## src/logic/common_pkg.sv

```systemverilog
package common_pkg;

	localparam int xlen = 64;
	localparam int addr_width = 64;

	// first instruction after reset
	localparam logic [addr_width-1:0] reset_pc = 64'h0000_0000_8000_0000;

	typedef struct packed {
		logic                  valid;
		logic [addr_width-1:0] addr;
	} ibus_req_t;

	typedef struct packed {
		logic        ready;
		logic [31:0] data;
	} ibus_resp_t;

	typedef struct packed {
		logic                  valid;
		logic [addr_width-1:0] addr;
		logic                  write;
		logic [xlen-1:0]       wdata;
	} dbus_req_t;

	typedef struct packed {
		logic            ready;
		logic [xlen-1:0] rdata;
	} dbus_resp_t;

endpackage

```

## src/logic/pipes_pkg.sv

```systemverilog
package pipes_pkg;
	import common_pkg::*;

	typedef enum logic [3:0] {
		NOP, ADDI, ADD, SUB, AND, OR, XOR, LUI, LD, SD, BEQ, BNE, JAL
	} op_t;

	typedef struct packed {
		op_t  op;
		logic regwrite;
		logic memread;
		logic memwrite;
	} control_t;

	typedef struct packed {
		logic                  valid;
		logic [addr_width-1:0] pc;
		logic [31:0]           instr;
	} fetch_data_t;

	// srcb already holds the immediate for non register-register ops
	typedef struct packed {
		logic                  valid;
		logic [addr_width-1:0] pc;
		control_t              ctl;
		logic [4:0]            dst;
		logic [xlen-1:0]       srca;
		logic [xlen-1:0]       srcb;
		logic [xlen-1:0]       imm;
		logic [xlen-1:0]       sdata;
	} decode_data_t;

	typedef struct packed {
		logic                  valid;
		logic [addr_width-1:0] pc;
		control_t              ctl;
		logic [4:0]            dst;
		logic [xlen-1:0]       result;
		logic [xlen-1:0]       sdata;
	} execute_data_t;

	typedef struct packed {
		logic                  valid;
		logic [addr_width-1:0] pc;
		control_t              ctl;
		logic [4:0]            dst;
		logic [xlen-1:0]       result;
	} memory_data_t;

	// dst of zero means nothing to forward
	typedef struct packed {
		logic [4:0]      dst;
		logic [xlen-1:0] data;
		logic            ismem;
	} tran_t;

endpackage

```

## src/logic/memory.sv

```systemverilog
`timescale 1ns/1ps

module memory
	import common_pkg::*;
	import pipes_pkg::*;
(
	input  logic          clk,
	input  logic          reset,
	input  execute_data_t dataE,
	output memory_data_t  dataM,
	output dbus_req_t     dreq,
	input  dbus_resp_t    dresp,
	output logic          stopm,
	output tran_t         tranm
);
	logic [xlen-1:0] wb_data;

	// dataE is frozen while waiting, so the request stays stable
	assign dreq.valid = dataE.valid && (dataE.ctl.memread || dataE.ctl.memwrite);
	assign dreq.addr = dataE.result;
	assign dreq.write = dataE.ctl.memwrite;
	assign dreq.wdata = dataE.sdata;
	assign stopm = dreq.valid && !dresp.ready;

	assign wb_data = dataE.ctl.memread ? dresp.rdata : dataE.result;

	// value headed into dataM, visible to decode one cycle early
	assign tranm.dst = (dataE.valid && dataE.ctl.regwrite && !stopm) ? dataE.dst : 5'd0;
	assign tranm.data = wb_data;
	assign tranm.ismem = dataE.ctl.memread;

	always_ff @(posedge clk) begin
		if (reset) begin
			dataM.valid <= 1'b0;
		end else begin
			// bubble into writeback while the bus waits
			dataM.valid <= dataE.valid && !stopm;
			dataM.pc <= dataE.pc;
			dataM.ctl <= dataE.ctl;
			dataM.dst <= dataE.dst;
			dataM.result <= wb_data;
		end
	end
endmodule

```

## config.mk

```make
export PLATFORM = sky130hd
export DESIGN_NAME = memory
export DESIGN_NICKNAME = d
export VERILOG_FILES = /design/src/logic/common_pkg.sv /design/src/logic/pipes_pkg.sv /design/src/logic/memory.sv
export SDC_FILE = /design/constraint.sdc
export NUM_CORES = 1
export LEC_CHECK = 0
export CAP_MARGIN = 10
export CORE_AREA = 2 2 242 244
export DETAILED_ROUTE_END_ITERATION = 7
export DIE_AREA = 0 0 244 246
export DONT_BUFFER_PORTS = 1
export GPL_TIMING_DRIVEN = 0
export PLACE_DENSITY_LB_ADDON = 0.05
export REMOVE_ABC_BUFFERS = 1
export SLEW_MARGIN = 10
export SYNTH_ARGS = -nofsm -noshare
export SYNTH_HDL_FRONTEND = slang
export SYNTH_SLANG_ARGS = --single-unit
```

## constraint.sdc

```tcl
create_clock -name clk -period 4.29 [get_ports clk]
set_clock_uncertainty 0.1 [all_clocks]
set_input_delay 0.858 -clock clk [delete_from_list [all_inputs] [get_ports clk]]
set_output_delay 0.858 -clock clk [all_outputs]
set_load 0.03 [all_outputs]
```

==> impl_results.md <==
- HP Class: in2reg
- Post-CTS Setup Repair Bufs: 0
- Core area: 0.0574 sq mm
- Row count: between 80 and 90
- Number of global-route vias before repair: roughly 2800
- CP delay by family, top: simple AND/OR/NAND/NOR gates
- CTS Buffer Depth: 2
- Nets: 508
- Slowest stage cell, crit path: nor2b_1
- Worst Setup EP: stopm
- Sequential power share: 0.540
- Synth Warn #: 0
- DR DRC count: 0
- Initial antenna violation count: 4
- Die area: 0.0600 sq mm
- Total of max-cap violations: 0
- Setup crit start: dataE[134]
- Synth top area cells: edfxtp_1 (68%), buf_4 (16%), mux2_4 (9.7%), mux2_2 (4.4%), buf_6 (0.91%)
- Post-synth top area share: 0.677
- Cells after Synth: 353
- Slew headroom: 0.489
- I/O pin count: 614
- Clock share of power: 0.390
- Initial DRC count: 137
- First-pass GRT wire length: 29300 microns
- Leak: 2.12 nW
- Flops & latches, synth: 141
- Via/cell ratio: 2.56
- Hold Violations, Final: 0
- CTS Buf Count: 17
- CTS Hold Bufs: 0
- Final WL: 24000 microns
- Crit. path cell count: 2
- Post-Synthesis Cell Area: 0.00621 sq mm
- RSZ-0062 raised after global routing: false
- Biggest register: dataM
- Synthesized area per cell: 17.6 sq um
- CP Class: in2out
- Filler Cell Count: 6371
- Switch Pwr: 0.00112 W
- Worst VDD drop: 0.299 mV
- Internal power: 0.00250 W
- H-Tree Depth: 4
- DRT Pass-1 Iters: 4
- CTS root buf: clkbuf_16
- Initial Util: 0.108
- Clock sinks: 141
- I/O Buffers: 0
- Worst slew pin tran: 765 ps
- Placed cells: 982
- Grt total ovfl: 0
- Fin crit period: 2920 ps
- Vias: 2604
- Setup crit end kind: output pin
- Design Area, Final: roughly 0.0067 sq mm
- Cell variety after synth: 13
- Final setup viols: 0
- Post-route insts no fill: 1017
- Status: completed
- Largest net degree at the start of global routing: 76
- DR WL/cell: 23.6 microns
- DP Worst Slack: around 1400 ps
- Worst Path Required: 3330 ps
- Die X: approximately 240 microns
- Post-route ant nets: 0
- DP Area: 0.00616 sq mm
- Hold Path Stages: 0
- Pwr dens: 539 mW/mm^2
- Post-synth top area cell: edfxtp_1
- Register area share after synthesis: 0.680
- CP peak stage delay: 680 ps
- Final max-slew violation count: 0
- Layout cells sized above 1: 0.390
- Area delta synth->final: 7.90%
- Final WS setup: 1370 ps
- CTS tree: yes
- Die extent in y: 246 microns
- Comb pwr share: 0.070
- CP Cell Sequence: o21a_1 > nor2b_1
- FMAX: around 340 MHz
- GRT Overall Usage: 0.0772
- Biggest regs: dataM: 141 flops
- Largest register FFs: 141
- Post-CTS resize count: 0
- GPL Wtd Cong: between 0.6 and 0.7
- Fin crit share: 0.681
- Sw Ratio: 0.309
- CP bufs+invs: 0
- Clock slew at reported path FFs: 70 ps
- WP data arrival: 1960 ps
- Startpoint Class: primary input
- CP Max Fanout: just under 70
[routing by layer]
metal	up-vias	GRT usage	share of wire	wire, microns
met5	-	0.0302	0.0090	217
met4	6	0.0355	0.020	485
met3	27	0.0829	0.20	4700
met2	394	0.100	0.42	10100
met1	1258	0.0748	0.35	8490
li1	919	-	-	-
[through the flow]
| stage | setup TNS [ps] | total power [W] | util | hold slack (ps) |
|---|---|---|---|---|
| floorplan | 0 | 0.00216 | - | 857 |
| global placement | -222430 | 0.00227 | 0.107 | 857 |
| detailed placement | 0 | 0.00225 | 0.107 | 857 |
| CTS | 0 | 0.00373 | 0.117 | 316 |
| global route | 0 | 0.00377 | 0.117 | 324 |
| finish | 0 | 0.00361 | 0.117 | 384 |
[cell usage in the layout, fill, tap and decap left out]
cell / instances
clkinvlp_4: 4
clkbuf_8: 2
clkinv_2: 5
o21a_1: 1
dfxtp_1: 1
mux2_4: 40
edfxtp_1: 140
and2_1: 1
diode_2: 3
nor2b_1: 1
mux2_2: 24
o21bai_2: 1
and3_1: 6
clkbuf_16: 17
inv_8: 1
clkbuf_1: 2
clkinv_4: 2
buf_16: 1
[synthesized netlist by cell type]
cell type  count
o21a_1         1
inv_1          1
buf_4        130
buf_6          5
edfxtp_1     140
and3_1         6
nor2b_1        1
dfxtp_1        1
and2_1         1
mux2_4        40
mux2_2        24
buf_2          2
o21bai_2       1
[how the worst min path moves through the flow]
stage	startpoint	slack, ps	end
2_1_floorplan	dataE[164]	860	dataM[100]
5_1_grt	dataE[157]	320	dataM[93]
6_report	dataE[157]	380	dataM[93]
3_5_place_dp	dataE[193]	860	dataM[129]
4_1_cts	dataE[157]	320	dataM[93]
3_3_place_gp	dataE[194]	860	dataM[130]
[cell type report]
cell class	count	area (sq um)	share of cell area
Antenna cell	3	7.51	0.00112
Clock buffer	21	460	0.0687
Clock inverter	11	72.6	0.0108
Inverter	1	11.3	0.00168
Multi-Input combinational cell	74	940	0.140
Sequential cell	141	4220	0.630
Tap cell	765	957	0.143
Timing Repair Buffer	1	27.5	0.00411
[power groups by stage]
stage               sequential (W)  clock (W)  combinational, W
floorplan                  0.00196          0          0.000209
global placement           0.00201          0          0.000259
detailed placement         0.00199          0          0.000262
CTS                        0.00196    0.00151          0.000260
global route               0.00196    0.00154          0.000269
finish                     0.00195    0.00141          0.000253
[cell families (layout without fill, tap and decap cells)]
logic type             count (synthesis)  count (layout)  share of synthesized area
multiplexers                          64              64                      0.140
AO/OA/AOI/OAI                          2               2                    0.00302
buffers and inverters                138              34                      0.168
AND/OR/NAND/NOR                        8               8                    0.00806
other                                  0               3                          0
flip-flops                           141             141                      0.680
(Power assumes the default switching activity.)
