==> config.mk <==
export PLATFORM = sky130hd
export DESIGN_NAME = fetch
export DESIGN_NICKNAME = d
export VERILOG_FILES = /design/src/logic/common_pkg.sv /design/src/logic/pipes_pkg.sv /design/src/logic/fetch.sv
export SDC_FILE = /design/constraint.sdc
export NUM_CORES = 1
export LEC_CHECK = 0
export BUFFER_PORTS_ARGS = -buffer_cell sky130_fd_sc_hd__buf_2
export CAP_MARGIN = 30
export CORE_MARGIN = 4
export CORE_UTILIZATION = 58
export DETAILED_ROUTE_END_ITERATION = 7
export PLACE_DENSITY_LB_ADDON = 0.15
export REMOVE_ABC_BUFFERS = 1
export SLEW_MARGIN = 15
export SYNTH_ARGS = -nofsm -noshare
export SYNTH_HDL_FRONTEND = slang
export SYNTH_SLANG_ARGS = --single-unit
export TNS_END_PERCENT = 100
==> constraint.sdc <==
create_clock -name clk -period 13.93 [get_ports clk]
set_clock_uncertainty 0.2 [all_clocks]
set_input_delay 1.393 -clock clk [delete_from_list [all_inputs] [get_ports clk]]
set_output_delay 1.393 -clock clk [all_outputs]
set_load 0.01 [all_outputs]
==> src/logic/common_pkg.sv <==
package common_pkg;

	localparam int xlen = 64;
	localparam int addr_width = 64;

	// first instruction after reset
	localparam logic [addr_width-1:0] reset_pc = 64'h0000_0000_8000_0000;

	typedef struct packed {
		logic                  valid;
		logic [addr_width-1:0] addr;
	} ibus_req_t;

	typedef struct packed {
		logic        ready;
		logic [31:0] data;
	} ibus_resp_t;

	typedef struct packed {
		logic                  valid;
		logic [addr_width-1:0] addr;
		logic                  write;
		logic [xlen-1:0]       wdata;
	} dbus_req_t;

	typedef struct packed {
		logic            ready;
		logic [xlen-1:0] rdata;
	} dbus_resp_t;

endpackage

==> src/logic/pipes_pkg.sv <==
package pipes_pkg;
	import common_pkg::*;

	typedef enum logic [3:0] {
		NOP, ADDI, ADD, SUB, AND, OR, XOR, LUI, LD, SD, BEQ, BNE, JAL
	} op_t;

	typedef struct packed {
		op_t  op;
		logic regwrite;
		logic memread;
		logic memwrite;
	} control_t;

	typedef struct packed {
		logic                  valid;
		logic [addr_width-1:0] pc;
		logic [31:0]           instr;
	} fetch_data_t;

	// srcb already holds the immediate for non register-register ops
	typedef struct packed {
		logic                  valid;
		logic [addr_width-1:0] pc;
		control_t              ctl;
		logic [4:0]            dst;
		logic [xlen-1:0]       srca;
		logic [xlen-1:0]       srcb;
		logic [xlen-1:0]       imm;
		logic [xlen-1:0]       sdata;
	} decode_data_t;

	typedef struct packed {
		logic                  valid;
		logic [addr_width-1:0] pc;
		control_t              ctl;
		logic [4:0]            dst;
		logic [xlen-1:0]       result;
		logic [xlen-1:0]       sdata;
	} execute_data_t;

	typedef struct packed {
		logic                  valid;
		logic [addr_width-1:0] pc;
		control_t              ctl;
		logic [4:0]            dst;
		logic [xlen-1:0]       result;
	} memory_data_t;

	// dst of zero means nothing to forward
	typedef struct packed {
		logic [4:0]      dst;
		logic [xlen-1:0] data;
		logic            ismem;
	} tran_t;

endpackage

==> src/logic/fetch.sv <==
`timescale 1ns/1ps

module fetch
	import common_pkg::*;
	import pipes_pkg::*;
(
	input  logic            clk,
	input  logic            reset,
	output ibus_req_t       ireq,
	input  ibus_resp_t      iresp,
	input  logic            branch,
	input  logic [xlen-1:0] jump,
	input  logic            stop,
	output fetch_data_t     dataF
);
	logic [addr_width-1:0] pc;
	logic                  active;
	logic                  pending;
	logic                  fire;
	fetch_data_t           held;

	// a raised request stays up through a stall, a new one waits for it
	assign ireq.valid = active && !held.valid && (!stop || pending);
	assign ireq.addr = pc;
	assign fire = ireq.valid && iresp.ready;

	always_ff @(posedge clk) begin
		if (reset) begin
			pc <= reset_pc;
			active <= 1'b0;
			pending <= 1'b0;
			held.valid <= 1'b0;
			dataF.valid <= 1'b0;
		end else begin
			active <= 1'b1;
			pending <= ireq.valid && !iresp.ready && !branch;
			if (branch) begin
				// redirect drops whatever arrives this cycle
				pc <= jump;
				held.valid <= 1'b0;
				dataF.valid <= 1'b0;
			end else begin
				if (fire)
					pc <= pc + 64'd4;
				if (!stop) begin
					if (held.valid)
						dataF <= held;
					else
						dataF <= '{fire, pc, iresp.data};
					held.valid <= 1'b0;
				end else if (fire) begin
					// landed during a stall, park it
					held <= '{1'b1, pc, iresp.data};
				end
			end
		end
	end
endmodule

==> metrics.txt <==
status=finished, final reports clean; Crit. End Element=flop; setup TNS=0 ns; post-CTS setup buffer count=0; internal power=1.34 mW; Syn Inst Count=809; cells along the critical path=buf_2, buf_4, nor2_1, and3_4, buf_4; Top Usage Layer GRT=met2; power share of the combinational group=6.8%; top cell family by delay on the critical path=simple AND/OR/NAND/NOR gates; final setup vio count=0; post-detail-place hpwl=17800 µm; CP arrival=3.77 ns; placer congestion estimate=0.825; Net Switching=0.394 mW; DR pass1 iterations=5; Initial Utilization=59.8%; Rows=49; GRT Util Overall=24.3%; Critical Path Start Type=primary input; min cycle time layout=3.81 ns; final period utilization=27.3%; Die Y=145 µm; Post-DRT Antenna Nets=0; Unique masters post-synth=53; CP Class=primary input to flop; TritonCTS clock tree=built; final worst setup slack=10.12 ns; # hold bufs at CTS=0; Reg power frac=51.3%; Synth area leader=edfxtp_1; Slew HR=38.6%; Max VDD drop=0.0000927 V; die area=21100 µm²; grt ovf=0; FFs w/ async S/R, synth=0%; sequential area share after synthesis=65.3%; met3 usage=5.55%; IO buf count=262; M2 GR Usage=38.7%; DRC viols=0; R2R cell count=4; first-pass GRT wire length=41900 µm; root buffer cell=clkbuf_16; max-slew violations=0; TritonCTS Buffers=27; clock share of power=41.9%; pin count of the biggest net entering global routing=92; core area=18300 µm²; Filler Cell Count=1248; power per cell area=130 nW/µm²; Leak=5.00 nW; DR iter-0 viols=532; Avg Cell Area, Syn=13.5 µm²; Vias per Instance=5.96; H-tree Lvls=1; RSZ-0062 raised after global routing=no; Synth Flop Type=edfxtp_1; crit-path max cell delay=0.71 ns; number of synthesized register bits=260; Crit-path slowest cell=and3_4; met1 usage=34.1%; initial antenna violation count=1; layout cells sized above 1=38.6%; CTS-repair resized insts=0; Synth top area share=52.8%; Critical Path RT=13.89 ns; CTS max path bufs=3; Hold Vio Cnt, Final=0; Worst Hold Path Cells=2; Max Cap Violations=0; DR vias=7806; Commonest cells post-synth=edfxtp_1 (192), mux2_2 (92), dfxtp_1 (68); number of global-route vias before repair=7534; Ports=263; # nets final=1160; # clock sinks=260; Max Clock Freq=263 MHz; Hold WC Path Type=flop to flop; Stages on worst setup path=5; final wirelength=26600 µm; Worst-Margin Slew=0.914 ns; dominant cells by area after synthesis=edfxtp_1 (53%), dfxtp_1 (12%), mux2_2 (9.5%), nor2_1 (1.7%), a211oi_1 (1.6%); number of synthesized flops with an enable pin=192; DR WL/cell=20.3 µm; Worst-path clk slew=0.06 ns; crit path max fanout=63; Post-Syn Area=10900 µm²; pre-CTS WS=9.59 ns; Die X-Extent=145 µm; CP Buf/Inv Count=3; YS warnings=0; area delta synth->final=21.9%; sw frac=22.8%; top-count cell post-synth=edfxtp_1; most frequent cell on the critical path=buf_4; clock latency on the worst-skew pair=0.53 ns
==> power groups by stage <==
stage / combinational, mW / clock [mW] / sequential [mW]
after floorplan: 0.0506 / 0 / 0.908
after global placement: 0.115 / 0 / 0.904
after detailed placement: 0.117 / 0 / 0.904
after CTS: 0.118 / 0.734 / 0.888
after global routing: 0.128 / 0.769 / 0.892
final: 0.117 / 0.725 / 0.888
==> final cells by class <==
| class | instances | area, µm² | area share (%) |
|---|---|---|---|
| sequential | 260 | 7130 | 53.6 |
| multi-input combinational | 483 | 3550 | 26.7 |
| timing repair buffer | 271 | 1380 | 10.4 |
| clock buffer | 30 | 707 | 5.31 |
| tap | 229 | 287 | 2.15 |
| clock inverter | 20 | 195 | 1.47 |
| inverter | 15 | 56.3 | 0.423 |
| antenna | 2 | 5.00 | 0.0376 |
==> worst paths after layout <==
check                  from         to  slack (ns)
hold / removal    dataF[96]  dataF[96]        0.29
setup / recovery     branch   held[75]       10.12
hold reg to reg   dataF[96]  dataF[96]        0.29
setup reg to reg   held[96]   held[75]       10.56
==> logic make-up (layout without fill, tap and decap cells) <==
kind of cell / after synthesis / count (layout) / synth area share [%]
xor gates and xnor gates: 25 / 25 / 2.00
buffers and inverters: 66 / 336 / 2.36
adders and majority gates: 1 / 1 / 0.115
muxes: 95 / 95 / 9.76
other: 0 / 2 / 0
AOI/OAI and AO/OA: 110 / 110 / 7.95
DFF: 260 / 260 / 65.3
and+or+nand+nor: 252 / 252 / 12.6
==> tightest hold or removal path, cell delays in order, from the launching register on <==
cell and delay (ns):
dfxtp_1 0.33, a21oi_1 0.06, nor2_1 0.07
==> sequential cells by signal, summed over array words and instances (netlist names) <==
signal   cells
pending      1
pc          64
dataF       97
held        97
active       1
==> per-stage QoR <==
step	std cells	util (%)	hold slack [ns]	instance area, µm²	power [mW]
floorplan	758	-	0.300	10700	0.959
global placement	1258	67.9	0.280	12400	1.02
detailed placement	1258	67.9	0.279	12400	1.02
CTS	1308	72.8	0.297	13300	1.74
global route	1309	72.8	0.325	13300	1.79
finish	1310	72.8	0.290	13300	1.73
==> layout by cell type (no fill, tap or decap), drive strengths merged, types with 3 or more instances in the layout <==
master / n
o21ai: 18
and4: 9
nand2: 41
clkbuf: 30
buf: 271
a211o: 4
nor3: 21
bufinv: 3
nand4: 29
a21oi: 5
a31oi: 3
clkinv: 14
a2111oi: 11
a211oi: 24
or3: 10
mux2i: 3
nor2b: 9
xor2: 9
a311o: 4
nand3: 25
nor4: 17
a311oi: 15
edfxtp: 192
inv: 16
o2111a: 6
o211ai: 3
o211a: 4
mux2: 92
o41a: 4
nor2: 50
dfxtp: 68
xnor2: 16
or4: 5
nor4b: 8
and3: 20
==> metal layers <==
metal	vias up	part of all wire, %
li1	3697	-
met1	3761	44
met2	308	47
met3	40	7.6
met4	0	2.0
met5	-	0
Power figures use the tool's default switching activity.
