`config.mk`:
```
export PLATFORM = sky130hd
export DESIGN_NAME = execute
export DESIGN_NICKNAME = d
export VERILOG_FILES = /design/src/logic/common_pkg.sv /design/src/logic/pipes_pkg.sv /design/src/logic/execute.sv
export SDC_FILE = /design/constraint.sdc
export NUM_CORES = 1
export LEC_CHECK = 0
export BUFFER_PORTS_ARGS = -buffer_cell sky130_fd_sc_hd__clkbuf_2
export CAP_MARGIN = 40
export CORE_AREA = 2 2 266 268
export CTS_CLUSTER_SIZE = 40
export DETAILED_ROUTE_END_ITERATION = 8
export DIE_AREA = 0 0 268 270
export GPL_TIMING_DRIVEN = 0
export RECOVER_POWER = 25
export SLEW_MARGIN = 20
export SYNTH_ARGS = -nofsm -noshare
export SYNTH_HDL_FRONTEND = slang
export SYNTH_SLANG_ARGS = --single-unit
```
`constraint.sdc`:
```
create_clock -name clk -period 15.55 [get_ports clk]
set_clock_uncertainty 0.1 [all_clocks]
set_input_delay 3.11 -clock clk [delete_from_list [all_inputs] [get_ports clk]]
set_output_delay 3.11 -clock clk [all_outputs]
set_load 0.005 [all_outputs]
```
`src/logic/common_pkg.sv`:
```
package common_pkg;

	localparam int xlen = 64;
	localparam int addr_width = 64;

	// first instruction after reset
	localparam logic [addr_width-1:0] reset_pc = 64'h0000_0000_8000_0000;

	typedef struct packed {
		logic                  valid;
		logic [addr_width-1:0] addr;
	} ibus_req_t;

	typedef struct packed {
		logic        ready;
		logic [31:0] data;
	} ibus_resp_t;

	typedef struct packed {
		logic                  valid;
		logic [addr_width-1:0] addr;
		logic                  write;
		logic [xlen-1:0]       wdata;
	} dbus_req_t;

	typedef struct packed {
		logic            ready;
		logic [xlen-1:0] rdata;
	} dbus_resp_t;

endpackage

```
`src/logic/pipes_pkg.sv`:
```
package pipes_pkg;
	import common_pkg::*;

	typedef enum logic [3:0] {
		NOP, ADDI, ADD, SUB, AND, OR, XOR, LUI, LD, SD, BEQ, BNE, JAL
	} op_t;

	typedef struct packed {
		op_t  op;
		logic regwrite;
		logic memread;
		logic memwrite;
	} control_t;

	typedef struct packed {
		logic                  valid;
		logic [addr_width-1:0] pc;
		logic [31:0]           instr;
	} fetch_data_t;

	// srcb already holds the immediate for non register-register ops
	typedef struct packed {
		logic                  valid;
		logic [addr_width-1:0] pc;
		control_t              ctl;
		logic [4:0]            dst;
		logic [xlen-1:0]       srca;
		logic [xlen-1:0]       srcb;
		logic [xlen-1:0]       imm;
		logic [xlen-1:0]       sdata;
	} decode_data_t;

	typedef struct packed {
		logic                  valid;
		logic [addr_width-1:0] pc;
		control_t              ctl;
		logic [4:0]            dst;
		logic [xlen-1:0]       result;
		logic [xlen-1:0]       sdata;
	} execute_data_t;

	typedef struct packed {
		logic                  valid;
		logic [addr_width-1:0] pc;
		control_t              ctl;
		logic [4:0]            dst;
		logic [xlen-1:0]       result;
	} memory_data_t;

	// dst of zero means nothing to forward
	typedef struct packed {
		logic [4:0]      dst;
		logic [xlen-1:0] data;
		logic            ismem;
	} tran_t;

endpackage

```
`src/logic/execute.sv`:
```
`timescale 1ns/1ps

module execute
	import common_pkg::*;
	import pipes_pkg::*;
(
	input  logic            clk,
	input  logic            reset,
	input  decode_data_t    dataD,
	output execute_data_t   dataE,
	input  logic            stopm,
	output logic            stope,
	output logic            branch,
	output logic [xlen-1:0] jump,
	output tran_t           trane
);
	logic [xlen-1:0] result;
	logic            taken;

	always_comb begin
		case (dataD.ctl.op)
			SUB: result = dataD.srca - dataD.srcb;
			AND: result = dataD.srca & dataD.srcb;
			OR: result = dataD.srca | dataD.srcb;
			XOR: result = dataD.srca ^ dataD.srcb;
			LUI: result = dataD.srcb;
			JAL: result = dataD.pc + 64'd4;
			// add, addi and load/store address
			default: result = dataD.srca + dataD.srcb;
		endcase
	end

	assign taken = dataD.valid && (dataD.ctl.op == JAL
		|| (dataD.ctl.op == BEQ && dataD.srca == dataD.srcb)
		|| (dataD.ctl.op == BNE && dataD.srca != dataD.srcb));

	// fire once, when the branch actually moves on
	assign branch = taken && !stopm;
	assign jump = dataD.pc + dataD.imm;
	assign stope = stopm;

	assign trane.dst = (dataD.valid && dataD.ctl.regwrite) ? dataD.dst : 5'd0;
	assign trane.data = result;
	assign trane.ismem = dataD.ctl.memread;

	always_ff @(posedge clk) begin
		if (reset) begin
			dataE.valid <= 1'b0;
		end else if (!stopm) begin
			dataE.valid <= dataD.valid;
			dataE.pc <= dataD.pc;
			dataE.ctl <= dataD.ctl;
			dataE.dst <= dataD.dst;
			dataE.result <= result;
			dataE.sdata <= dataD.sdata;
		end
	end
endmodule

```
==> flow_metrics.tcl <==
set metrics [dict create \
    fp.dieH_um 270 \
    clk_pin_slew_ps 70 \
    dieArea_um2 72400 \
    syn_avg_cell_area_um2 8.32 \
    grt_pass1_vias 23800 \
    area_growth_syn_to_layout_pct 26.7 \
    synthTopCellsByCount "a21oi_1, ha_1, inv_1" \
    rsz0062_at_grt "no" \
    post-place-ws_ps 4640 \
    ys_seq_area_share_pct 28.1 \
    yosysWarnings 0 \
    worst-slew-pin-transition_ps 1570 \
    grt_first_pass_wirelength_um 166000 \
    hold_class "flip-flop to flip-flop" \
    setup_violations 0 \
    violations "capacitance limit, slew limit" \
    critPathKind "primary input to output port" \
    clockBufferDepth 3 \
    numPortBuffers 676 \
    n_fill_cell 7296 \
    crit_required_ps 12340 \
    synth_ff_type "edfxtp_1" \
    avgRoutedWirePerCell_um 27.4 \
    setup_slack_ps 4290 \
    syn-cell-area_um2 21900 \
    grt_max_degree 29 \
    synth_area_leaders "edfxtp_1, ha_1, a21oi_1, inv_1, o21ai_0" \
    synth_top_area_share_pct 28.0 \
    grt_usage_pct 31.2 \
    synth_most_common_cell "a21oi_1" \
    status "complete, but fails checks" \
    cts.sinks 205 \
    final_antenna_net_count 0 \
    rows 97 \
    cts_hold_buf 0 \
    io_pins 677 \
    power-per-cell-area_nw_per_um2 78.7 \
    vias 25200 \
    globalplace.congestion 1.02 \
    dr.pass1.iters 6 \
    syn_nets 3227 \
    root_buffer "clkbuf_16" \
    drc 0 \
    nNetsFinal 3973 \
    finalPower_mw 2.19 \
    post-cts-setup-buffers 0 \
    core_area_um2 69500 \
    cts_resized 0 \
    fin_tns_setup_ps 0 \
    die_w_um 268 \
    initial_utilization_pct 31.5 \
    synth_edf_count 204 \
    cts_tree "yes" \
    relSlewSlack_pct -4.88 \
    timing.hold.ws_ps 471 \
    antenna_found_initial 26 \
    postSynthCellCount 2633 \
    cts_max_level 1 \
    post-route-period-util_pct 72.4 \
    place_area_um2 27000 \
    vdd_drop_max_mv 0.0902 \
    clock_latency_ps 590 \
    hpwl_um 98600 \
    final_hold_viol_count 0 \
    cp-start-kind "primary input" \
    synth-async-reset-ratio_pct 0 \
    drt_iter0_markers 2807 \
    biggestRegsByFlops "dataE (205)" \
    leakage_nw 12.2 \
    drv_cap 2 \
    fmax_mhz 88.8 \
    cp.arrival_ps 8050 \
    via_per_inst 5.79 \
    synth_seq_cells 205 \
    stdcell_area_um2 27800 \
    drive_gt1_share_pct 22.0 \
    period_minus_slack_ps 11260 \
    synthDistinctLibCells 96 \
    slew_violations 43 \
    end_kind "output port" \
    largest_register "dataE" \
    drt-total-wl_um 119000 \
    gr-total-overflow 0 \
    cp_max_fo 7 \
    numCtsBuffers 26 \
    largest_reg_flops 205 \
    yosys.area.top_type "edfxtp_1" \
]
cell type report:
type / instances / area, um^2 / area share, %
Timing Repair Buffer: 718 / 3830 / 13.8
Clock buffer: 30 / 687 / 2.47
Sequential cell: 205 / 6150 / 22.1
Tap cell: 940 / 1180 / 4.24
Clock inverter: 17 / 101 / 0.365
Multi-Input combinational cell: 2073 / 14400 / 51.9
Antenna cell: 17 / 42.5 / 0.153
Inverter: 217 / 815 / 2.93
Buffer: 138 / 558 / 2.01
critical path, stage by stage:
cell,delay [ps]
clkbuf_1,430
ha_1,310
nand4_1,180
nor2_1,230
nand4_1,400
nor3_1,850
nand2b_1,240
nor2_1,460
nand3_1,160
xnor2_1,430
a21oi_1,240
nand3_1,160
a211oi_1,60
nor2b_1,550
clkbuf_2,230
where the power goes:
part           switching [mW]  total [mW]  internal, mW
Clock                   0.265       0.582         0.317
Sequential             0.0129       0.677         0.664
Combinational           0.599       0.927         0.328
Total                   0.877        2.19          1.31
cells in the final DEF (no fill, tap or decap), types with 13 or more instances in the layout:
cell type / Yosys / layout
a211oi_1: 23 / 23
a21o_1: 65 / 65
a21oi_1: 262 / 262
a221o_1: 19 / 19
a221oi_1: 53 / 53
a22oi_1: 37 / 37
a31oi_1: 23 / 23
and2_1: 16 / 16
and3_1: 26 / 26
buf_2: 12 / 13
buf_6: 0 / 21
clkbuf_1: 111 / 190
clkbuf_16: 0 / 27
clkbuf_2: 0 / 603
diode_2: 0 / 17
edfxtp_1: 204 / 204
ha_1: 255 / 255
inv_1: 214 / 214
nand2_1: 186 / 186
nand2b_1: 26 / 26
nand3_1: 57 / 57
nand4_1: 57 / 57
nor2_1: 204 / 203
nor2b_1: 26 / 26
nor3_1: 46 / 45
nor4_1: 24 / 24
o2111ai_1: 25 / 25
o211ai_1: 41 / 41
o21a_1: 17 / 17
o21ai_0: 159 / 159
o21bai_1: 47 / 47
o221ai_1: 24 / 24
o22ai_1: 30 / 30
o31ai_1: 28 / 28
xnor2_1: 82 / 82
xor2_1: 55 / 55
metal layers:
metal / track usage, % / vias up / wire length [um]
met4: 18.0 / 18 / 7590
met3: 7.10 / 329 / 12100
met5: 0 / - / 105
met1: 38.5 / 12000 / 46300
li1: - / 11400 / -
met2: 49.6 / 1475 / 53100
through the flow:
step / util [%] / cells
5_1_grt: 39.9 / 4348
3_3_place_gp: 38.1 / 4249
4_1_cts: 40.0 / 4334
6_report: 39.9 / 4355
2_1_floorplan: - / 2633
3_5_place_dp: 38.9 / 4287
cells by family after synthesis:
group / synth area share (%)
simple gates: 15.9
buf+inv: 6.24
xor+xnor: 5.48
fa+ha+maj: 14.8
flops: 28.1
mux: 0.228
compound gates: 29.2
final timing paths:
kind	slack [ps]	cells past startpoint	end	start
hold / removal	470	2	dataE[204]	dataE[204]
hold reg to reg	470	2	dataE[204]	dataE[204]
setup / recovery	4290	15	trane[63]	dataD[270]
setup reg to reg	14810	2	dataE[204]	dataE[204]
Note: power is estimated with default switching activity, not from simulation.
