==> src/logic/common_pkg.sv <==
package common_pkg;

	localparam int xlen = 64;
	localparam int addr_width = 64;

	// first instruction after reset
	localparam logic [addr_width-1:0] reset_pc = 64'h0000_0000_8000_0000;

	typedef struct packed {
		logic                  valid;
		logic [addr_width-1:0] addr;
	} ibus_req_t;

	typedef struct packed {
		logic        ready;
		logic [31:0] data;
	} ibus_resp_t;

	typedef struct packed {
		logic                  valid;
		logic [addr_width-1:0] addr;
		logic                  write;
		logic [xlen-1:0]       wdata;
	} dbus_req_t;

	typedef struct packed {
		logic            ready;
		logic [xlen-1:0] rdata;
	} dbus_resp_t;

endpackage

==> src/logic/pipes_pkg.sv <==
package pipes_pkg;
	import common_pkg::*;

	typedef enum logic [3:0] {
		NOP, ADDI, ADD, SUB, AND, OR, XOR, LUI, LD, SD, BEQ, BNE, JAL
	} op_t;

	typedef struct packed {
		op_t  op;
		logic regwrite;
		logic memread;
		logic memwrite;
	} control_t;

	typedef struct packed {
		logic                  valid;
		logic [addr_width-1:0] pc;
		logic [31:0]           instr;
	} fetch_data_t;

	// srcb already holds the immediate for non register-register ops
	typedef struct packed {
		logic                  valid;
		logic [addr_width-1:0] pc;
		control_t              ctl;
		logic [4:0]            dst;
		logic [xlen-1:0]       srca;
		logic [xlen-1:0]       srcb;
		logic [xlen-1:0]       imm;
		logic [xlen-1:0]       sdata;
	} decode_data_t;

	typedef struct packed {
		logic                  valid;
		logic [addr_width-1:0] pc;
		control_t              ctl;
		logic [4:0]            dst;
		logic [xlen-1:0]       result;
		logic [xlen-1:0]       sdata;
	} execute_data_t;

	typedef struct packed {
		logic                  valid;
		logic [addr_width-1:0] pc;
		control_t              ctl;
		logic [4:0]            dst;
		logic [xlen-1:0]       result;
	} memory_data_t;

	// dst of zero means nothing to forward
	typedef struct packed {
		logic [4:0]      dst;
		logic [xlen-1:0] data;
		logic            ismem;
	} tran_t;

endpackage

==> src/logic/regfile_read_if.sv <==
`timescale 1ns/1ps

interface regfile_read_if
	import common_pkg::*;
();
	logic [4:0]      rs1;
	logic [4:0]      rs2;
	logic [xlen-1:0] q1;
	logic [xlen-1:0] q2;

	modport reader (output rs1, rs2, input q1, q2);
	modport provider (input rs1, rs2, output q1, q2);
endinterface

==> src/logic/decode.sv <==
`timescale 1ns/1ps

module decode
	import common_pkg::*;
	import pipes_pkg::*;
(
	input  logic                  clk,
	input  logic                  reset,
	input  fetch_data_t           dataF,
	output decode_data_t          dataD,
	regfile_read_if.reader        rf,
	input  tran_t                 trane,
	input  tran_t                 tranm,
	input  logic                  branch,
	input  logic                  stope,
	input  logic                  stopm,
	output logic                  stopd
);
	logic [31:0]     instr;
	logic [6:0]      opcode;
	logic [2:0]      funct3;
	logic [6:0]      funct7;
	op_t             op;
	control_t        ctl;
	logic            use1;
	logic            use2;
	logic [xlen-1:0] imm;
	logic [xlen-1:0] rs1_val;
	logic [xlen-1:0] rs2_val;

	// newest producer wins
	function automatic logic [xlen-1:0] forward(input logic [4:0] r, input logic [xlen-1:0] q);
		if (r != 5'd0 && trane.dst == r)
			return trane.data;
		if (r != 5'd0 && tranm.dst == r)
			return tranm.data;
		return q;
	endfunction

	assign instr = dataF.instr;
	assign opcode = instr[6:0];
	assign funct3 = instr[14:12];
	assign funct7 = instr[31:25];

	always_comb begin
		op = NOP;
		case (opcode)
			7'b0010011: if (funct3 == 3'b000) op = ADDI;
			7'b0110011: begin
				case ({funct7, funct3})
					10'b0000000_000: op = ADD;
					10'b0100000_000: op = SUB;
					10'b0000000_111: op = AND;
					10'b0000000_110: op = OR;
					10'b0000000_100: op = XOR;
					default: op = NOP;
				endcase
			end
			7'b0110111: op = LUI;
			7'b0000011: if (funct3 == 3'b011) op = LD;
			7'b0100011: if (funct3 == 3'b011) op = SD;
			7'b1100011: begin
				if (funct3 == 3'b000)
					op = BEQ;
				else if (funct3 == 3'b001)
					op = BNE;
			end
			7'b1101111: op = JAL;
			default: op = NOP;
		endcase
	end

	assign ctl.op = op;
	assign ctl.regwrite = op inside {ADDI, ADD, SUB, AND, OR, XOR, LUI, LD, JAL};
	assign ctl.memread = (op == LD);
	assign ctl.memwrite = (op == SD);
	assign use1 = !(op inside {NOP, LUI, JAL});
	assign use2 = op inside {ADD, SUB, AND, OR, XOR, SD, BEQ, BNE};

	always_comb begin
		case (op)
			SD: imm = {{52{instr[31]}}, instr[31:25], instr[11:7]};
			BEQ, BNE: imm = {{51{instr[31]}}, instr[31], instr[7], instr[30:25], instr[11:8], 1'b0};
			LUI: imm = {{32{instr[31]}}, instr[31:12], 12'b0};
			JAL: imm = {{43{instr[31]}}, instr[31], instr[19:12], instr[20], instr[30:21], 1'b0};
			default: imm = {{52{instr[31]}}, instr[31:20]};
		endcase
	end

	// unused sources read x0 so they never match a forward
	assign rf.rs1 = use1 ? instr[19:15] : 5'd0;
	assign rf.rs2 = use2 ? instr[24:20] : 5'd0;

	// follows trane and tranm as well as the read port
	always_comb begin
		rs1_val = forward(rf.rs1, rf.q1);
		rs2_val = forward(rf.rs2, rf.q2);
	end

	// load result not ready until it leaves memory
	assign stopd = dataF.valid && trane.ismem && trane.dst != 5'd0
		&& (trane.dst == rf.rs1 || trane.dst == rf.rs2);

	always_ff @(posedge clk) begin
		if (reset) begin
			dataD.valid <= 1'b0;
		end else if (!(stope || stopm)) begin
			dataD.valid <= dataF.valid && !branch && !stopd;
			dataD.pc <= dataF.pc;
			dataD.ctl <= ctl;
			dataD.dst <= ctl.regwrite ? instr[11:7] : 5'd0;
			dataD.srca <= rs1_val;
			dataD.srcb <= (use2 && op != SD) ? rs2_val : imm;
			dataD.imm <= imm;
			dataD.sdata <= rs2_val;
		end
	end
endmodule

==> src/flat_wrapper.sv <==
// flat-port wrapper written by rule: the top's interface ports become plain ports
module decode_flat import common_pkg::*; import pipes_pkg::*;
  (clk, reset, dataF, dataD, trane, tranm, branch, stope, stopm, stopd, rf_rs1, rf_rs2, rf_q1, rf_q2);
  regfile_read_if rf_i ();
  input  logic clk;
  input  logic reset;
  input  fetch_data_t dataF;
  output decode_data_t dataD;
  input  tran_t trane;
  input  tran_t tranm;
  input  logic branch;
  input  logic stope;
  input  logic stopm;
  output logic stopd;
  output wire logic [$bits(rf_i.rs1)-1:0] rf_rs1;
  output wire logic [$bits(rf_i.rs2)-1:0] rf_rs2;
  input wire logic [$bits(rf_i.q1)-1:0] rf_q1;
  input wire logic [$bits(rf_i.q2)-1:0] rf_q2;
  assign rf_rs1 = rf_i.rs1;
  assign rf_rs2 = rf_i.rs2;
  assign rf_i.q1 = rf_q1;
  assign rf_i.q2 = rf_q2;
  decode u_core (.clk(clk), .reset(reset), .dataF(dataF), .dataD(dataD), .rf(rf_i), .trane(trane), .tranm(tranm), .branch(branch), .stope(stope), .stopm(stopm), .stopd(stopd));
endmodule
==> config.mk <==
export PLATFORM = sky130hd
export DESIGN_NAME = decode_flat
export DESIGN_NICKNAME = d
export VERILOG_FILES = /design/src/logic/common_pkg.sv /design/src/logic/pipes_pkg.sv /design/src/logic/regfile_read_if.sv /design/src/logic/decode.sv /design/src/flat_wrapper.sv
export SDC_FILE = /design/constraint.sdc
export NUM_CORES = 1
export LEC_CHECK = 0
export ABC_AREA = 0
export BUFFER_PORTS_ARGS = -buffer_cell sky130_fd_sc_hd__clkbuf_2
export CELL_PAD_IN_SITES_DETAIL_PLACEMENT = 2
export CELL_PAD_IN_SITES_GLOBAL_PLACEMENT = 2
export CORE_AREA = 2 2 282 284
export CTS_BUF_LIST = sky130_fd_sc_hd__clkbuf_4 sky130_fd_sc_hd__clkbuf_8
export DETAILED_ROUTE_END_ITERATION = 10
export DIE_AREA = 0 0 284 286
export PLACE_DENSITY = 0.66
export SLEW_MARGIN = 5
export SYNTH_ARGS = -nofsm -noshare
export SYNTH_HDL_FRONTEND = slang
export SYNTH_SLANG_ARGS = --single-unit
==> constraint.sdc <==
create_clock -name clk -period 25.9 [get_ports clk]
set_clock_uncertainty 0.05 [all_clocks]
set_input_delay 1.295 -clock clk [delete_from_list [all_inputs] [get_ports clk]]
set_output_delay 1.295 -clock clk [all_outputs]
set_load 0.01 [all_outputs]
==> results of run 1 <==
-- worst reg2reg max path, cell delays in order (launching register included) --
cell and delay, ns:
dfxtp_1 0.31, nor3b_1 0.13, a31o_1 0.18
-- worst max-delay path by stage --
stage | from | end | slack [ns] | cells past startpoint
finish | dataF[25] | stopd | 19.99 | 10
detailed placement | dataF[25] | u_core.dataD[244]$_DFFE_PP_ | 19.78 | 10
global route | dataF[3] | stopd | 19.84 | 10
floorplan | stopm | u_core.dataD[0]$_DFFE_PP_ | 2.64 | 1
global placement | dataF[25] | u_core.dataD[244]$_DFFE_PP_ | 19.90 | 10
CTS | dataF[25] | stopd | 19.91 | 10
-- power groups by stage --
| stage | clock network, mW | registers (mW) | logic, mW |
|---|---|---|---|
| after floorplan | 0 | 0.601 | 0.0441 |
| after global placement | 0 | 0.579 | 0.133 |
| after detailed placement | 0 | 0.580 | 0.137 |
| after CTS | 0.519 | 0.571 | 0.138 |
| after global routing | 0.538 | 0.572 | 0.145 |
| final | 0.496 | 0.570 | 0.134 |
-- metrics by stage --
stage | total power [mW] | instance area (um^2) | hold WS (ns)
2_1_floorplan | 0.646 | 14500 | 0.615
3_3_place_gp | 0.712 | 18900 | 0.599
3_5_place_dp | 0.718 | 18900 | 0.595
4_1_cts | 1.23 | 20000 | 0.609
5_1_grt | 1.25 | 20000 | 0.631
6_report | 1.20 | 20000 | 0.607
-- cell families (layout without fill, tap and decap cells) --
| family | Yosys count | after routing |
|---|---|---|
| flops | 301 | 301 |
| simple gates | 168 | 168 |
| mux | 225 | 225 |
| buf+inv | 96 | 837 |
| compound gates | 158 | 158 |
| xor+xnor | 15 | 15 |
| other cells | 0 | 5 |
-- per-layer routing --
metal / share of wire (%) / vias up
met2: 53 / 461
met3: 7.8 / 79
met1: 37 / 5690
li1: - / 5045
met4: 1.9 / 4
met5: 0.040 / -
-- cells in the final DEF, fill, tap and decap left out, types with 4 or more instances in the layout --
cell type	netlist	routed
a21bo_1	33	33
a21o_1	20	20
a21oi_1	68	68
a31oi_1	4	4
and2_1	19	18
buf_4	33	14
clkbuf_2	1	712
clkbuf_4	0	22
clkbuf_8	0	61
clkinv_1	0	13
clkinv_2	0	6
diode_2	0	5
edfxtp_1	300	300
inv_1	4	4
mux2_1	4	4
mux2_2	95	95
mux2_4	60	60
mux2i_1	66	66
nand2_1	14	13
nand2b_1	4	4
nand3_1	5	5
nand3b_1	5	5
nand4_1	4	4
nor2_1	79	79
nor2b_1	9	9
nor4bb_1	4	4
o21ai_0	6	6
o22ai_1	4	4
xnor2_1	15	15
-- area by class of cell --
type	count	area, um^2	area share, %
inverter	4	15.0	0.0749
clock buffer	83	1000	5.01
clock inverter	23	171	0.855
sequential	301	9030	45.0
multi-input combinational	566	4810	24.0
antenna	5	12.5	0.0624
timing repair buffer	727	3690	18.4
tap	1050	1310	6.55
==> flow_summary.ini, run 1 <==
[worst_setup_path]
r2r_slack_ns = 25.13
critPathArrivalTime_ns = 4.56
reg2reg_to = u_core.dataD[332]$_SDFFE_PP0N_
crit_chain = clkbuf_2 > or4_4 > or4_4 > a2111oi_1 > a211oi_1 > buf_4 > nor2b_1 > xnor2_1 > o41ai_1 > clkbuf_2
crit_fanout = 11
crit_slowest_cell = or4_4
reg2reg_depth = 2
path_class = input pin to primary output
end_kind = primary output
reg2reg_from = u_core.dataD[332]$_SDFFE_PP0N_
crit_required_ns = 24.56
critPathLaunchType = input pin
critPathMaxStageDelay_ns = 0.56
critPathTopFamily = simple AND/OR/NAND/NOR gates
path_buf_inv = 3

[yosys]
yosys_warnings = 0
synth_edf_count = 300
synthDistinctLibCells = 58
synth_compound_gate_area_share_pct = 7.70
synth_top_family_by_area = multiplexers
ys_ff_latch = 301
syn_area_per_cell_um2 = 15.0
synth.top_cells.by_area = edfxtp_1 62%, mux2_2 7.4%, mux2_4 6.2%, mux2i_1 4.6%, a21oi_1 2.4%
synth_common_cells = 300 x edfxtp_1, 95 x mux2_2, 79 x nor2_1, 68 x a21oi_1, 66 x mux2i_1
synth_flop_cell = edfxtp_1
synth_nets = 1333
yosysMostFrequentCell = edfxtp_1
synthArstFlopShare_pct = 0
seq_area_frac_synth_pct = 62.4
yosys.area_share.xor_xnor_pct = 0.907
syn_inst = 963
synthAdderAreaFrac_pct = 0
yosys.area.top_type = edfxtp_1
synth-simple-area-share_pct = 5.94
netlist.area_leader.share_pct = 62.2
netlist_area_um2 = 14500
synth.mux.area_fraction_pct = 18.5

[grt]
grtUsageMet3_pct = 5.51
track_usage_pct = 15.9
use_met2_pct = 29.8
grt_pass1_vias = 12700
antenna_found_initial = 10
grt_pass1_wl_um = 93800
grt_overflow = 0
use_met1_pct = 16.8
grt_start_max_net_pins = 149
grt-busiest-layer = met2

[clock_network]
clk_latency_ns = 0.63
post_cts.repair.setup_buffers = 0
cts-buffers-inserted = 60
cts-resized-gates = 0
hold_buffers = 0
root_buffer = clkbuf_8
ctsHtreeMaxLevel = 2
cts_tree = done
clock_path_buffers = 3
cts.sinks = 301
path_clk_slew_ns = 0.06

[sta]
setup_viol_count_final = 0
fin_ws_ns = 19.99
fin_crit_sh_pct = 22.8
drv_slew = 0
fin_tns_setup_ns = 0
clock.fmax_ghz = 0.169
finalHoldViolCount = 0
worst_pin_slew_ns = 1.20
period_needed_ns = 5.91
slew_headroom_pct = 19.0
rsz0062_at_grt = no

[power_and_ir_drop]
seqPwrFrac_pct = 47.5
peakVddDrop_uv = 29.8
leakage_nw = 8.31
clkPwrFrac_pct = 41.3
p_sw_share_pct = 25.7
power_density_nw_per_um2 = 59.9
p_int_uw = 892
power.switching_uw = 309
p_comb_share_pct = 11.2

[hold_path]
holdPathEnd = u_core.dataD[332]$_SDFFE_PP0N_
hp-start = u_core.dataD[332]$_SDFFE_PP0N_
holdCritPathClass = register to register
min_path_cells = 2

[layout]
post-route-util_pct = 25.6
final_layout_size_suffix_gt1_share_pct = 58.3
finalNetCount = 2030
largest-register = u_core.dataD
area_growth_pct = 38.4
largest_reg_flops = 301
top_regs = u_core.dataD: 301 flops
fillers = 8727
fin_cells = 2759

[die]
die_area_um2 = 81200
core-area_um2 = 78400
ioPinCount = 714
dieWidth_um = 284
die_y_um = 286
initial_core_util_pct = 18.5
rows = 103

[place]
dp.cells = 2648
portBuffers = 712
place_ws_ns = 19.78
gp_congestion = 0.857
dpl.hpwl_um = 52500

[drt]
drt_pass1_iterations = 6
ant_nets = 0
vias = 11300
drt_iter0_drc = 449
route.detailed.drc = 0
vias_per_cell = 4.09
wl_per_cell_um = 24.3
routed_wl_um = 67200

[flow_run]
cap_violations = 0

[status]
status = finished clean
(Power assumes the default switching activity.)
==> run 2, diff against run 1 <==
==> constraint.sdc (replaced) <==
create_clock -name clk -period 5.5 [get_ports clk]
set_clock_uncertainty 0.05 [all_clocks]
set_input_delay 0.275 -clock clk [delete_from_list [all_inputs] [get_ports clk]]
set_output_delay 0.275 -clock clk [all_outputs]
set_load 0.01 [all_outputs]
==> run 2 against run 1 <==
Compared with the run above: worst setup slack got worse by 19 ns; cell count rose by 9.9%; clock power rose to 4.6 times the previous value; core utilization rose by 3.4 points; total power rose to 4.8 times the previous value; register-to-register slack got worse by 21 ns; clock-buffer cell count fell by 6; first-iteration DRC count fell by 12%; critical endpoint is now u_core.dataD[244]$_DFFE_PP_; combinational power rose to 6.0 times the previous value; routed wire length rose by 12%; via count rose by 12%; critical path depth rose by 2; critical path type is now input pin to register.
==> flow_summary.ini, run 2 (synthesized netlist as in run 1, its figures left out) <==
[status]
status = finished clean

[drt]
vias_per_cell = 4.15
route.detailed.drc = 0
wl_per_cell_um = 24.8
vias = 12600
routed_wl_um = 75300
drt_pass1_iterations = 4
ant_nets = 0
drt_iter0_drc = 397

[clock_network]
cts-buffers-inserted = 60
clock_path_buffers = 3
path_clk_slew_ns = 0.06
root_buffer = clkbuf_8
cts.sinks = 301
cts_tree = done
ctsHtreeMaxLevel = 2
clk_latency_ns = 0.62

[sta]
clock.fmax_ghz = 0.202
fin_ws_ns = 0.558
worst_pin_slew_ns = 1.06
fin_crit_sh_pct = 89.8
finalHoldViolCount = 0
slew_headroom_pct = 28.8
period_needed_ns = 4.94
rsz0062_at_grt = no
setup_viol_count_final = 0
fin_tns_setup_ns = 0
drv_slew = 0

[grt]
grt_pass1_wl_um = 106000
grt-busiest-layer = met2
use_met1_pct = 18.3
grt_pass1_vias = 14500
track_usage_pct = 17.8
grt_overflow = 0
grtUsageMet3_pct = 5.53
use_met2_pct = 33.2
antenna_found_initial = 16
grt_start_max_net_pins = 147

[flow_run]
cap_violations = 0

[die]
die_area_um2 = 81200
core-area_um2 = 78400
initial_core_util_pct = 18.5
dieWidth_um = 284
ioPinCount = 714
die_y_um = 286
rows = 103

[hold_path]
hp-start = rf_q1[12]
holdCritPathClass = input pin to register
min_path_cells = 3

[worst_setup_path]
reg2reg_from = u_core.dataD[332]$_SDFFE_PP0N_
critPathLaunch = dataF[27]
critPathArrivalTime_ns = 5.28
reg2reg_depth = 3
path_class = input pin to register
critPathLaunchType = input pin
crit_fanout = 27
end_kind = register
r2r_slack_ns = 4.17
crit_required_ns = 5.84

[layout]
final_common_cell = clkbuf_2
fillers = 8630
largest-register = u_core.dataD
finalNetCount = 2293
final_layout_size_suffix_gt1_share_pct = 50.5
layout_common_cells = 712 x clkbuf_2, 300 x edfxtp_1, 258 x dlygate4sd3_1
largest_reg_flops = 301
top_regs = u_core.dataD: 301 flops
area_growth_pct = 56.9
fin_cells = 3033

[place]
dp.cells = 2653
gp_congestion = 0.879
portBuffers = 712
dpl.hpwl_um = 52800
place_ws_ns = 0.944

[power_and_ir_drop]
peakVddDrop_uv = 106
power.total_mw = 5.77
power_density_nw_per_um2 = 254
leakage_nw = 9.41
==> run 2: cell count changes in the layout (fill, tap and decap cells not counted), sizes merged, moves of 5 or more <==
cell         before  now
clkbuf          795  789
dlygate4sd3       0  258
clkinv           20   25
diode             5   16
buf              15   20
==> run 2: what timing repair did <==
action / CTS / global route
gates resized for setup: 0 / 0
hold endpoints to repair: 196 / 0
hold buffers: 258 / 0
buffers inserted: 0 / 0
==> run 2: layout make-up <==
cell class | count | area, um^2 | area share [%]
diodes | 16 | 40.0 | 0.176
clock buffers | 77 | 953 | 4.20
clock inverters | 29 | 166 | 0.733
inverters | 4 | 15.0 | 0.0661
multi-input cells | 566 | 4820 | 21.2
flip-flops and latches | 301 | 9030 | 39.7
well taps | 1050 | 1310 | 5.78
repair buffers | 990 | 6380 | 28.1
==> run 2: critical path: stages <==
cell	delay [ns]
dlygate4sd3_1	0.54
clkbuf_2	0.15
or4_4	0.50
or4_4	0.55
or4_1	0.46
and2_1	0.24
a21oi_2	0.49
o2bb2ai_1	0.21
o2111a_2	0.27
buf_4	0.53
mux2_4	0.35
dlygate4sd3_1	0.60
==> run 2: final timing paths <==
kind                                          to
setup / recovery     u_core.dataD[244]$_DFFE_PP_
hold / removal       u_core.dataD[204]$_DFFE_PP_
setup reg to reg  u_core.dataD[332]$_SDFFE_PP0N_
hold reg to reg   u_core.dataD[332]$_SDFFE_PP0N_
==> run 2: routing by layer <==
layer / vias to the layer above / share of wire [%]
met4: 0 / 3.9
met5: - / 0
li1: 5575 / -
met2: 578 / 53
met3: 123 / 7.6
met1: 6326 / 35
==> run 2: power breakdown <==
group / leakage [nW] / switching [mW] / internal (mW)
clock network: 0.594 / 1.10 / 1.18
logic: 6.07 / 0.406 / 0.401
registers: 2.74 / 0.0449 / 2.65
==> run 2: per-stage QoR <==
stage	area, um^2	utilization, %	hold slack, ns
2_1_floorplan	14500	-	0.324
3_3_place_gp	19000	24.2	0.402
3_5_place_dp	19000	24.2	0.405
4_1_cts	22700	28.9	0.000267
5_1_grt	22700	29.0	0.0157
6_report	22700	29.0	0.0732
==> run 3, diff against run 2 <==
--- a/config.mk
+++ b/config.mk
@@ -7,13 +7,13 @@
 export LEC_CHECK = 0
 export ABC_AREA = 0
 export BUFFER_PORTS_ARGS = -buffer_cell sky130_fd_sc_hd__clkbuf_2
-export CELL_PAD_IN_SITES_DETAIL_PLACEMENT = 2
-export CELL_PAD_IN_SITES_GLOBAL_PLACEMENT = 2
-export CORE_AREA = 2 2 282 284
+export CELL_PAD_IN_SITES_DETAIL_PLACEMENT = 1
+export CELL_PAD_IN_SITES_GLOBAL_PLACEMENT = 1
+export CORE_AREA = 2 2 277 279
 export CTS_BUF_LIST = sky130_fd_sc_hd__clkbuf_4 sky130_fd_sc_hd__clkbuf_8
 export DETAILED_ROUTE_END_ITERATION = 10
-export DIE_AREA = 0 0 284 286
-export PLACE_DENSITY = 0.66
+export DIE_AREA = 0 0 279 281
+export PLACE_DENSITY = 0.59
 export SLEW_MARGIN = 5
 export SYNTH_ARGS = -nofsm -noshare
 export SYNTH_HDL_FRONTEND = slang
==> run 3 against run 2 <==
Compared with the run above: cell count decreased by 2.8%; first-iteration DRC count up 50%; combinational power is 4.5% lower; highest routed layer is now met5; flip-flop and latch count stayed put.
==> flow_summary.ini, run 3 (synthesized netlist as in run 1, its figures left out) <==
[drt]
routed_wl_um = 67600
vias_per_cell = 4.16
wl_per_cell_um = 22.9
route.detailed.drc = 0
vias = 12300
drt_iter0_drc = 596
drt_pass1_iterations = 5
ant_nets = 0

[place]
portBuffers = 712
gp_congestion = 0.862
dp.cells = 2580
post_dp_cell_area_um2 = 18900
place_ws_ns = 1.10
dpl.hpwl_um = 50500

[die]
core-area_um2 = 75400
dieWidth_um = 279
ioPinCount = 714
die_y_um = 281
rows = 101
initial_core_util_pct = 19.2
die_area_um2 = 78400

[clock_network]
cts_tree = done
post_cts.repair.setup_buffers = 0
clk_latency_ns = 0.63
cts-resized-gates = 0
root_buffer = clkbuf_8
cts.sinks = 301
cts-buffers-inserted = 57
path_clk_slew_ns = 0.06
hold_buffers = 249
clock_path_buffers = 3
ctsHtreeMaxLevel = 2

[layout]
layout_common_cells = 712 x clkbuf_2, 300 x edfxtp_1, 249 x dlygate4sd3_1
top_regs = u_core.dataD: 301 flops
largest-register = u_core.dataD
design_area_um2 = 22600
post-route-util_pct = 29.9
final_common_cell = clkbuf_2
area_growth_pct = 56.0
finalNetCount = 2280
fin_cells = 2947
final_layout_size_suffix_gt1_share_pct = 50.7
largest_reg_flops = 301

[worst_setup_path]
critPathLaunchType = input pin
crit_fanout = 20
crit_required_ns = 5.84
r2r_slack_ns = 4.17
end_kind = register
path_class = input pin to register
critPathArrivalTime_ns = 5.08

[grt]
grt_pass1_wl_um = 92700
grt_pass1_vias = 13400
track_usage_pct = 16.4
grt_overflow = 0
antenna_found_initial = 23
grt_start_max_net_pins = 155

[sta]
worst_pin_slew_ns = 1.18
drv_slew = 0
fin_crit_sh_pct = 86.2
rsz0062_at_grt = no
clock.fmax_ghz = 0.211
finalHoldViolCount = 0
period_needed_ns = 4.74
setup_viol_count_final = 0
slew_headroom_pct = 21.0
fin_hold_ws_ns = 0.0588
fin_ws_ns = 0.758
fin_tns_setup_ns = 0

[hold_path]
holdCritPathClass = input pin to register

[power_and_ir_drop]
clkPwrFrac_pct = 40.3
power.switching_mw = 1.49
power.total_mw = 5.79
p_int_mw = 4.30
seqPwrFrac_pct = 46.4
leakage_nw = 9.40
p_comb_share_pct = 13.3
power_density_nw_per_um2 = 256
p_sw_share_pct = 25.7
peakVddDrop_uv = 147

[status]
status = finished clean

[flow_run]
cap_violations = 0
## run 3: cell types whose count changed in the layout (fill, tap and decap cells not counted), sizes merged
cell and change:
dlygate4sd3 -9, clkbuf -8, clkinv +7, diode -5, bufinv +3, buf -1
inv -1
## run 3: final timing paths
path,start,endpoint,cells after the start
max,dataF[27],u_core.dataD[250]$_DFFE_PP_,13
max reg2reg,u_core.dataD[332]$_SDFFE_PP0N_,u_core.dataD[332]$_SDFFE_PP0N_,3
min reg2reg,u_core.dataD[332]$_SDFFE_PP0N_,u_core.dataD[332]$_SDFFE_PP0N_,3
min,dataF[28],u_core.dataD[72]$_DFFE_PP_,2
## run 3: routing by layer
| metal | track usage, % | wire (um) | vias to the layer above |
|---|---|---|---|
| met5 | 0 | 57 | - |
| met4 | 7.46 | 2710 | 8 |
| met3 | 5.25 | 5090 | 125 |
| met2 | 29.8 | 34900 | 551 |
| met1 | 17.3 | 24800 | 6035 |
| li1 | - | - | 5555 |
## run 3: power groups by stage
| stage | clock network, mW | registers (mW) | logic, mW |
|---|---|---|---|
| 5_1_grt | 2.51 | 2.69 | 0.830 |
| 3_5_place_dp | 0 | 2.73 | 0.633 |
| 2_1_floorplan | 0 | 2.80 | 0.208 |
| 3_3_place_gp | 0 | 2.73 | 0.623 |
| 6_report | 2.33 | 2.69 | 0.772 |
| 4_1_cts | 2.42 | 2.69 | 0.779 |
## run 3: critical path, cell delays in order
cell and delay (ns):
dlygate4sd3_1 0.55, clkbuf_2 0.13, or4_4 0.49, or4_4 0.56, or4_1 0.46, and2_1 0.23, a21oi_2 0.15, buf_4 0.19
and2_4 0.39, buf_4 0.39, mux2_2 0.38, mux2_4 0.28, dlygate4sd3_1 0.57
## run 3: area by class of cell
cell class,instances,area [um^2]
fill,8481,52900
sequential,301,9030
timing repair buffer,980,6300
multi-input combinational,566,4820
tap,978,1220
clock buffer,69,881
clock inverter,38,295
antenna,11,27.5
inverter,4,15.0
